<file path="config.mk">
export PLATFORM = sky130hd
export DESIGN_NAME = os_gen_top
export DESIGN_NICKNAME = d
export VERILOG_FILES = /design/src/verilog/os_gen_pkg.sv /design/src/verilog/os_request_capture.sv /design/src/verilog/os_symbol_sequencer.sv /design/src/verilog/pipe_lane_driver.sv /design/src/verilog/os_gen_top.sv
export VERILOG_INCLUDE_DIRS = /design/src /design/src/verilog
export SDC_FILE = /design/constraint.sdc
export NUM_CORES = 1
export LEC_CHECK = 0
export BUFFER_PORTS_ARGS = -buffer_cell sky130_fd_sc_hd__buf_4
export CELL_PAD_IN_SITES_DETAIL_PLACEMENT = 0
export CELL_PAD_IN_SITES_GLOBAL_PLACEMENT = 2
export CORE_ASPECT_RATIO = 1.25
export CORE_MARGIN = 5
export CORE_UTILIZATION = 26
export CTS_CLUSTER_SIZE = 14
export DETAILED_ROUTE_END_ITERATION = 8
export PLACE_DENSITY_LB_ADDON = 0.1
export SLEW_MARGIN = 5
export SYNTH_ARGS = -nofsm -noshare
export SYNTH_HDL_FRONTEND = slang
export SYNTH_SLANG_ARGS = --single-unit
</file>
<file path="constraint.sdc">
create_clock -name pclk -period 3.1 [get_ports pclk]
set_input_delay 0.62 -clock pclk [delete_from_list [all_inputs] [get_ports pclk]]
set_output_delay 0.62 -clock pclk [all_outputs]
set_load 0.02 [all_outputs]
</file>
<file path="src/verilog/os_gen_settings.svh">
`ifndef OS_GEN_SETTINGS_SVH
`define OS_GEN_SETTINGS_SVH

// link geometry
`define OS_MAX_LANES 16
`define OS_SYMBOL_W 8

// ordered set lengths in symbols
`define OS_TS_LEN 16
`define OS_SHORT_LEN 4

// K codes
`define OS_COM 8'hBC
`define OS_PAD 8'hF7
`define OS_SKP 8'h1C
`define OS_EIE 8'h7C

// training set identifiers as D codes
`define OS_TS1_ID 8'h4A
`define OS_TS2_ID 8'h45

`endif

</file>
<file path="src/verilog/os_gen_pkg.sv">
`include "os_gen_settings.svh"

package os_gen_pkg;

   // requested ordered set with anything above EIOS folded to IDLE at capture
   typedef enum logic [2:0] {
      TS1  = 3'd0,
      TS2  = 3'd1,
      SKP  = 3'd2,
      EIOS = 3'd3,
      IDLE = 3'd4
   } os_type_e;

   typedef enum logic [1:0] {
      PAD     = 2'd0,   // lane number field carries PAD
      ASCEND  = 2'd1,   // lane i gets i
      DESCEND = 2'd2    // lane i gets lanes-1-i
   } lane_mode_e;

   typedef struct packed {
      os_type_e   os_type;
      logic [7:0] link_field;  // link number or PAD
      logic       link_is_pad;
      logic [7:0] rate_id;     // data rate identifier
      logic [7:0] ctrl;        // training control
      lane_mode_e lane_mode;
   } os_request_t;

   typedef struct packed {
      logic [`OS_SYMBOL_W-1:0] data;
      logic                    is_k;
      logic                    lane_field;  // per-lane value is placed by the driver
      lane_mode_e              lane_mode;
      logic                    first;
      logic                    last;
      logic                    idle;        // finish marker without a set
   } os_symbol_t;

endpackage

</file>
<file path="src/verilog/os_request_capture.sv">
`include "os_gen_settings.svh"

module os_request_capture (
   input  logic                    pclk,
   input  logic                    reset_n,
   input  logic                    start,
   input  logic [2:0]              os_type,
   input  logic [1:0]              lane_mode,
   input  logic [7:0]              link_number,
   input  logic [2:0]              rate,
   input  logic                    loopback,
   input  logic                    seq_done,
   output os_gen_pkg::os_request_t req,
   output logic                    req_load,
   output logic                    busy
);
   import os_gen_pkg::*;

   logic        accept;
   logic        done_q;   // last symbol has reached the driver
   os_request_t req_next;

   assign accept = start & ~busy;   // start while busy is dropped

   always_comb begin
      req_next.os_type     = (os_type > 3'd3) ? IDLE : os_type_e'(os_type);
      req_next.link_is_pad = (link_number == 8'h00);
      req_next.link_field  = req_next.link_is_pad ? `OS_PAD : link_number;
      case (rate)
         3'd1:    req_next.rate_id = 8'h02;
         3'd2:    req_next.rate_id = 8'h04;
         3'd3:    req_next.rate_id = 8'h08;
         3'd4:    req_next.rate_id = 8'h10;
         default: req_next.rate_id = 8'h20;
      endcase
      req_next.ctrl      = loopback ? 8'h04 : 8'h00;   // loopback bit
      req_next.lane_mode = lane_mode[1] ? DESCEND : lane_mode_e'(lane_mode);
   end

   always_ff @(posedge pclk or negedge reset_n) begin
      if (!reset_n) begin
         busy     <= 1'b0;
         req_load <= 1'b0;
         done_q   <= 1'b0;
      end else begin
         req_load <= accept;
         done_q   <= seq_done;
         if (accept)
            busy <= 1'b1;
         else if (done_q)
            busy <= 1'b0;   // drops once finish has been driven
      end
   end

   always_ff @(posedge pclk) begin
      if (accept)
         req <= req_next;   // held stable for the whole set
   end

endmodule

</file>
<file path="src/verilog/os_symbol_sequencer.sv">
`include "os_gen_settings.svh"

module os_symbol_sequencer (
   input  logic                    pclk,
   input  logic                    reset_n,
   input  os_gen_pkg::os_request_t req,
   input  logic                    req_load,
   output os_gen_pkg::os_symbol_t  sym,
   output logic                    sym_en,
   output logic                    seq_done
);
   import os_gen_pkg::*;

   localparam int cnt_w = $clog2(`OS_TS_LEN);

   logic [cnt_w-1:0] cnt;
   logic [cnt_w-1:0] idx;       // index of the symbol presented now
   logic [cnt_w-1:0] last_idx;
   logic             active;
   logic [7:0]       ts_id;

   assign idx      = req_load ? '0 : cnt;   // symbol 0 goes out with the load pulse
   assign sym_en   = req_load | active;
   assign seq_done = sym_en & sym.last;
   assign ts_id    = (req.os_type == TS2) ? `OS_TS2_ID : `OS_TS1_ID;

   always_comb begin
      case (req.os_type)
         TS1, TS2:  last_idx = cnt_w'(`OS_TS_LEN - 1);
         SKP, EIOS: last_idx = cnt_w'(`OS_SHORT_LEN - 1);
         default:   last_idx = '0;   // idle is a single marker
      endcase
   end

   always_comb begin
      sym           = '0;
      sym.lane_mode = req.lane_mode;
      sym.first     = (idx == '0);
      sym.last      = (idx == last_idx);
      case (req.os_type)
         TS1, TS2: begin
            case (idx)
               4'd0: begin
                  sym.data = `OS_COM;
                  sym.is_k = 1'b1;
               end
               4'd1: begin
                  sym.data = req.link_field;
                  sym.is_k = req.link_is_pad;   // PAD is a K code
               end
               4'd2:    sym.lane_field = 1'b1;
               4'd3:    sym.data = 8'h00;        // N_FTS
               4'd4:    sym.data = req.rate_id;
               4'd5:    sym.data = req.ctrl;
               default: sym.data = ts_id;
            endcase
         end
         SKP: begin
            sym.data = (idx == '0) ? `OS_COM : `OS_SKP;
            sym.is_k = 1'b1;
         end
         EIOS: begin
            sym.data = (idx == '0) ? `OS_COM : `OS_EIE;
            sym.is_k = 1'b1;
         end
         default: sym.idle = 1'b1;
      endcase
   end

   always_ff @(posedge pclk or negedge reset_n) begin
      if (!reset_n) begin
         active <= 1'b0;
         cnt    <= '0;
      end else if (sym_en) begin
         if (sym.last) begin
            active <= 1'b0;
            cnt    <= '0;
         end else begin
            active <= 1'b1;
            cnt    <= idx + 1'b1;
         end
      end
   end

endmodule

</file>
<file path="src/verilog/pipe_lane_driver.sv">
`include "os_gen_settings.svh"

module pipe_lane_driver #(
   parameter int lanes = 16
) (
   input  logic                   pclk,
   input  logic                   reset_n,
   input  os_gen_pkg::os_symbol_t sym,
   input  logic                   sym_en,
   output logic [lanes*8-1:0]     tx_data,
   output logic [lanes-1:0]       tx_datak,
   output logic [lanes-1:0]       tx_valid,
   output logic                   finish
);
   import os_gen_pkg::*;

   if (lanes < 1 || lanes > `OS_MAX_LANES) begin : g_lane_check
      $error("pipe_lane_driver: lanes must be 1 to %0d", `OS_MAX_LANES);
   end

   logic                 in_set;   // between first and last symbol
   logic                 send;
   logic [lanes*8-1:0]   data_next;
   logic [lanes-1:0]     k_next;

   assign send = sym_en & ~sym.idle & (sym.first | in_set);

   always_comb begin
      for (int i = 0; i < lanes; i++) begin
         data_next[i*8 +: 8] = sym.data;
         k_next[i]           = sym.is_k;
         if (sym.lane_field) begin
            case (sym.lane_mode)
               PAD: begin
                  data_next[i*8 +: 8] = `OS_PAD;
                  k_next[i]           = 1'b1;
               end
               ASCEND: begin
                  data_next[i*8 +: 8] = 8'(i);
                  k_next[i]           = 1'b0;
               end
               default: begin
                  data_next[i*8 +: 8] = 8'(lanes - 1 - i);   // reversed numbering
                  k_next[i]           = 1'b0;
               end
            endcase
         end
      end
   end

   always_ff @(posedge pclk or negedge reset_n) begin
      if (!reset_n) begin
         tx_data  <= '0;
         tx_datak <= '0;
         tx_valid <= '0;
         finish   <= 1'b0;
         in_set   <= 1'b0;
      end else begin
         finish <= sym_en & (sym.last | sym.idle);
         if (sym_en)
            in_set <= (sym.first | in_set) & ~sym.last & ~sym.idle;
         if (send) begin
            tx_data  <= data_next;
            tx_datak <= k_next;
            tx_valid <= '1;
         end else begin
            tx_data  <= '0;   // quiet lanes between sets
            tx_datak <= '0;
            tx_valid <= '0;
         end
      end
   end

endmodule

</file>
<file path="src/verilog/os_gen_top.sv">
module os_gen_top #(
   parameter int lanes = 16
) (
   input  logic               pclk,
   input  logic               reset_n,
   input  logic               start,
   input  logic [2:0]         os_type,
   input  logic [1:0]         lane_mode,
   input  logic [7:0]         link_number,
   input  logic [2:0]         rate,
   input  logic               loopback,
   output logic [lanes*8-1:0] tx_data,
   output logic [lanes-1:0]   tx_datak,
   output logic [lanes-1:0]   tx_valid,
   output logic               busy,
   output logic               finish
);
   import os_gen_pkg::*;

   os_request_t req;        // captured and encoded request
   logic        req_load;
   logic        seq_done;
   os_symbol_t  sym;        // current symbol, shared by all lanes
   logic        sym_en;

   os_request_capture capture_i (
      .pclk        (pclk),
      .reset_n     (reset_n),
      .start       (start),
      .os_type     (os_type),
      .lane_mode   (lane_mode),
      .link_number (link_number),
      .rate        (rate),
      .loopback    (loopback),
      .seq_done    (seq_done),
      .req         (req),
      .req_load    (req_load),
      .busy        (busy)
   );

   os_symbol_sequencer sequencer_i (
      .pclk     (pclk),
      .reset_n  (reset_n),
      .req      (req),
      .req_load (req_load),
      .sym      (sym),
      .sym_en   (sym_en),
      .seq_done (seq_done)
   );

   pipe_lane_driver #(.lanes(lanes)) driver_i (
      .pclk     (pclk),
      .reset_n  (reset_n),
      .sym      (sym),
      .sym_en   (sym_en),
      .tx_data  (tx_data),
      .tx_datak (tx_datak),
      .tx_valid (tx_valid),
      .finish   (finish)
   );

endmodule

</file>
* After elaboration in Yosys (flattened, before gate mapping)
Index checks and enable logic that the tools add are counted.
** Word-level totals
- Bits in registers :: 200
- Input bits :: 20
- Word-level logic and storage cells :: 109
** Operators by class
- $add $sub $neg :: 1
- $lt $le $gt $ge :: 1
- Equality and inequality tests :: 14
- Muxes and demuxes :: 55
- Bitwise logic cells :: 12
- Reductions and logical operators :: 9
** Operator list (count)
- $pmux 8 s2 :: 16
- $mux 8 :: 18
- $mux 128 :: 1
- $pmux 8 s5 :: 1
- $mux 16 :: 2
- $pmux 9 s3 :: 1
- $pmux 6 s4 :: 1
- $eq 3x2->1 const B :: 4
- $mux 4 :: 3
- $eq 4x2->1 const B :: 2
- $eq 4x3->1 const B :: 2
- $logic_not 8->1 :: 1
- $mux 1 :: 8
- $pmux 4 s2 :: 1
- $and 1x1->1 :: 7
- $eq 3x1->1 const B :: 2
- $reduce_or 2->1 :: 3
- $add 4x1->4 const B :: 1
- $eq 4x1->1 const B :: 1
- $eq 4x4->1 :: 1
- $logic_not 4->1 :: 1
- $reduce_or 4->1 :: 1
- $eq 3x3->1 const B :: 1
- $gt 3x2->1 const B :: 1
- 9 further kinds :: 12

* Depth between registers and ports, before layout
- Word-level depth :: 7
- Gate-level depth with buffers :: 6
- Gate-level depth less buffers :: 5

* Modules after synthesis
Synthesis repeated with hierarchy kept, for this count alone.
** Unflattened totals
- Cell total of the unflattened synthesis :: 365
- Area total of the unflattened synthesis :: 3535.9 sq um
** Modules (own cells, without submodules)
- pipe_lane_driver :: instances 1, cells each 199, area an instance 1816.7 sq um, sequential area each 400.4 sq um
- os_request_capture :: instances 1, cells each 60, area an instance 958.4 sq um, sequential area each 675.6 sq um
- os_symbol_sequencer :: instances 1, cells each 106, area an instance 760.7 sq um, sequential area each 125.1 sq um

* Least setup slack after synthesis
No wires, ideal clock.
- Path type :: input to register
- Start point :: input start
- End point :: register, netlist name capture_i.req[0]
- Setup time :: 0.400 ns
- Data arrival time :: 1.580 ns
- Data required time :: 2.700 ns
- Path slack :: 1.120 ns
- Cell stages on the path :: 1
- Buffers on the path :: 0
- Path through :: nor2b_1
** On the way
- Word-level cells in the longest chain between the ends :: 1
** RTL lines
- start: declaration :: RTL line os_gen_top.sv:6 : input logic start,
- $and 1x1->1 :: RTL line os_request_capture.sv:23 : assign accept = start & ~busy;
Every way passes these cells.
A chain may end at the register's enable or synchronous reset.

* Worst setup path in the final report
- Start point :: register capture_i.req_load
- End point :: register driver_i.tx_data[59]
** On the way
- Word-level cells in the longest chain between the ends :: 7
** RTL lines
- start: declaration :: RTL line os_request_capture.sv:14 : output logic req_load,
- start signal: assignment :: RTL line os_request_capture.sv:46 : req_load <= accept;
- $mux 4 :: RTL line os_symbol_sequencer.sv:22 : assign idx = req_load ? '0 : cnt;
- $eq 4x2->1 :: RTL line os_symbol_sequencer.sv:42 : case (idx)
- $reduce_or 2->1 (no source line)
- $pmux 8 s5 :: RTL line os_symbol_sequencer.sv:42
- $pmux 9 s3 :: RTL line os_symbol_sequencer.sv:40 : case (req.os_type)
- $mux 8 :: RTL line pipe_lane_driver.sv:32 : if (sym.lane_field) begin
- $mux 128 * :: RTL line pipe_lane_driver.sv:62 : if (send) begin
- end signal: assignment :: RTL line pipe_lane_driver.sv:63 : tx_data <= data_next;
- end: declaration :: RTL line pipe_lane_driver.sv:10 : output logic [lanes*8-1:0] tx_data,
Mark *: on every way between the ends. The rest lies on a longest branch, timed or not.

==> impl_metrics.py <==
metrics = {
    "outcome": {
        "outcome": "completed",
    },
    "sta": {
        "timing.final.crit_share_pct": 61.1,
        "slew_viol_final": 0,
        "tightest_slew_ns": 0.578,
        "rsz0062_at_grt": "no",
        "relSlewSlack_pct": 61.3,
        "fmax_ghz": 0.528,
        "skew_ns": 0.00681,
        "tns_ns": 0,
        "hold_slack_ns": 0.227,
        "period_minus_slack_ns": 1.89,
        "finalHoldViolCount": 0,
        "setup_viol": 0,
    },
    "clock_network": {
        "cts_tree": "built",
        "clk_path_buf_depth": 2,
        "cts_hold_buf": 0,
        "clock_latency_ns": 0.28,
        "root_buffer": "clkbuf_16",
        "cts_setup_buffers": 0,
        "post_cts_resized": 0,
        "numCtsBuffers": 5,
        "h-tree-depth": 2,
        "cts_sinks": 44,
        "path_clk_slew_ns": 0.06,
    },
    "global_routing": {
        "overflow": 0,
        "grt_pass1_wl_mm": 10.8,
        "grt_max_degree": 25,
        "grt_pass1_vias": 1902,
        "gr-usage-all-layers_pct": 9.36,
        "antenna_found_initial": 0,
    },
    "power": {
        "comb_power_share_pct": 43.9,
        "switchingPower_w": 0.00103,
        "ir_drop_mv": 0.239,
        "leakagePower_nw": 1.80,
        "power_density_nw_per_um2": 683,
        "p_int_w": 0.00147,
        "p_seq_share_pct": 35.1,
        "pwr-share-clk_pct": 21.0,
        "fin_total_pwr_w": 0.00250,
        "switching_share_pct": 41.2,
    },
    "min_path": {
        "hp-class": "input port to asynchronous set/reset pin",
    },
    "logic_synthesis": {
        "avgSynthCellArea_um2": 9.69,
        "ys_types": 46,
        "synth_flop_cell": "dfrtp_1",
        "yosys.area_share.simple_pct": 12.9,
        "synthXorXnorAreaFrac_pct": 0.845,
        "synth-edff-count": 20,
        "synth_top_family_by_area": "buffers and inverters",
        "synth-adder-area-share_pct": 0,
        "synthMuxAreaShare_pct": 0.684,
        "synth_compound_area_share_pct": 8.97,
        "synthArstFlopShare_pct": 54.5,
        "synth-seq-area-share_pct": 38.6,
        "synthesis.nets": 341,
        "synth_area_um2": 3110,
        "ys_warn_count": 0,
        "ys_ff_latch": 44,
        "synth_cells": 321,
    },
    "drt": {
        "wl_mm": 7.15,
        "drc": 0,
        "detail-route-antenna-nets": 0,
        "drt_iter0_markers": 121,
        "routedWlPerCell_um": 13.9,
        "vias_per_cell": 3.89,
        "vias": 2008,
        "first_pass_iters": 5,
    },
    "critical_path": {
        "cp_max_fo": 18,
        "path_cells": "nor2_1 -> a31oi_1 -> a21boi_1 -> nor2_1",
        "cpMaxStageDelayCell": "dfrtp_1",
        "cp.required_ns": 3.26,
        "slowest_delay_ns": 0.69,
        "critPathCaptureType": "flip-flop",
        "worstPathArrival_ns": 2.06,
        "worstSetupPathType": "flip-flop to flip-flop",
        "cp_common_cell": "nor2_1",
        "start_kind": "flip-flop",
    },
    "final_layout": {
        "final_cells": 516,
        "regArea_um2": 1200,
        "drive_gt1_share_pct": 56.9,
        "area_growth_pct": 17.7,
        "nNetsFinal": 374,
        "final_common_cell": "buf_4",
        "multi_input_area_um2": 728,
        "final_util_pct": 31.4,
        "fillers": 1229,
        "layout_common_cells": "buf_4, dfrtp_1, nor2_1",
        "diodes": 0,
    },
    "die": {
        "core_um2": 11700,
        "die_h_um": 132,
        "die_area_um2": 14300,
        "die_w_um": 108,
        "initial_core_util_pct": 26.7,
        "ios": 182,
        "core.rowCount": 44,
    },
    "place": {
        "place_hpwl_mm": 5.73,
        "io_buffers": 181,
        "place.gp.congestion": 0.702,
        "placed_cells": 508,
    },
    "job": {
        "cap_violations": 0,
    },
}
-- kinds of logic after synthesis --
group | after synthesis
AO/OA/AOI/OAI | 38
multiplexers | 2
buffers and inverters | 161
XOR/XNOR | 3
flip-flops | 44
AND/OR/NAND/NOR | 73
-- Yosys cell counts, drive strengths merged (2+ instances only) --
master	n	area, µm²
a31oi	2	12.5
nor2b	6	37.5
nand2b	11	68.8
nor3	4	20.0
xor2	3	26.3
a21oi	12	63.8
nand3	3	15.0
and3b	2	17.5
buf	153	1150
nand2	10	37.5
nor2	23	96.4
and2	2	15.0
nand4	2	12.5
a211oi	2	27.5
inv	5	18.8
nor3b	3	27.5
a21boi	3	22.5
clkbuf	3	12.5
nor4	4	31.3
dfrtp	24	601
edfxtp	20	601
o21ai	10	61.3
a221oi	4	47.6
-- worst max-delay path: cells and delay by family (launching register included) --
family / cells / cell delay [ns]
flops: 1 / 0.69
compound gates: 2 / 0.81
simple gates: 2 / 0.28
-- metrics by stage --
step | area (µm²) | setup WS (ns)
5_1_grt | 3660 | 1.09
6_report | 3660 | 1.21
4_1_cts | 3660 | 1.20
3_5_place_dp | 3520 | 1.20
3_3_place_gp | 3520 | 1.19
2_1_floorplan | 3110 | 1.12
-- path summary, 6_finish.rpt --
| path | start | to | slack (ns) | depth (start not counted) |
|---|---|---|---|---|
| worst min register to register | capture_i.done_q$_DFF_PN0_ | capture_i.busy$_DFFE_PN0P_ | 0.42 | 1 |
| max in group asynchronous | reset_n | capture_i.req_load$_DFF_PN0_ | 2.61 | 1 |
| worst max-delay path | capture_i.req_load$_DFF_PN0_ | driver_i.tx_data[59]$_DFF_PN0_ | 1.21 | 4 |
| min in group pclk | capture_i.done_q$_DFF_PN0_ | capture_i.busy$_DFFE_PN0P_ | 0.42 | 1 |
| worst min-delay path | reset_n | sequencer_i.cnt[1]$_DFFE_PN0P_ | 0.23 | 1 |
| worst max register to register | capture_i.req_load$_DFF_PN0_ | driver_i.tx_data[59]$_DFF_PN0_ | 1.21 | 4 |
-- power groups by stage --
stage | clock network [W] | registers (W) | logic, W
6_report | 0.000526 | 0.000877 | 0.00110
5_1_grt | 0.000563 | 0.000904 | 0.00119
4_1_cts | 0.000539 | 0.000882 | 0.00112
3_5_place_dp | 0 | 0.000892 | 0.00111
3_3_place_gp | 0 | 0.000893 | 0.00113
2_1_floorplan | 0 | 0.000818 | 0.000980
-- sequential cells by signal (all words and copies together) (netlist names) --
signal              count
capture_i.busy          1
capture_i.done_q        1
capture_i.req          20
capture_i.req_load      1
driver_i.finish         1
driver_i.in_set         1
driver_i.tx_data       12
driver_i.tx_datak       1
driver_i.tx_valid       1
sequencer_i.active      1
sequencer_i.cnt         4
-- layer usage --
layer | vias up | routed length, µm | track usage [%]
met5 | - | 0 | 0
met4 | 0 | 72 | 2.32
met3 | 6 | 578 | 2.11
met2 | 96 | 3950 | 18.3
met1 | 924 | 2550 | 9.88
li1 | 982 | - | -
-- layout make-up --
cell class / instances / share of cell area [%]
tap: 161 / 5.50
inverter: 5 / 0.512
timing repair buffer: 182 / 37.3
sequential: 44 / 32.8
clock buffer: 8 / 4.00
multi-input combinational: 116 / 19.9
No activity file was read; power rests on OpenSTA's default activity.
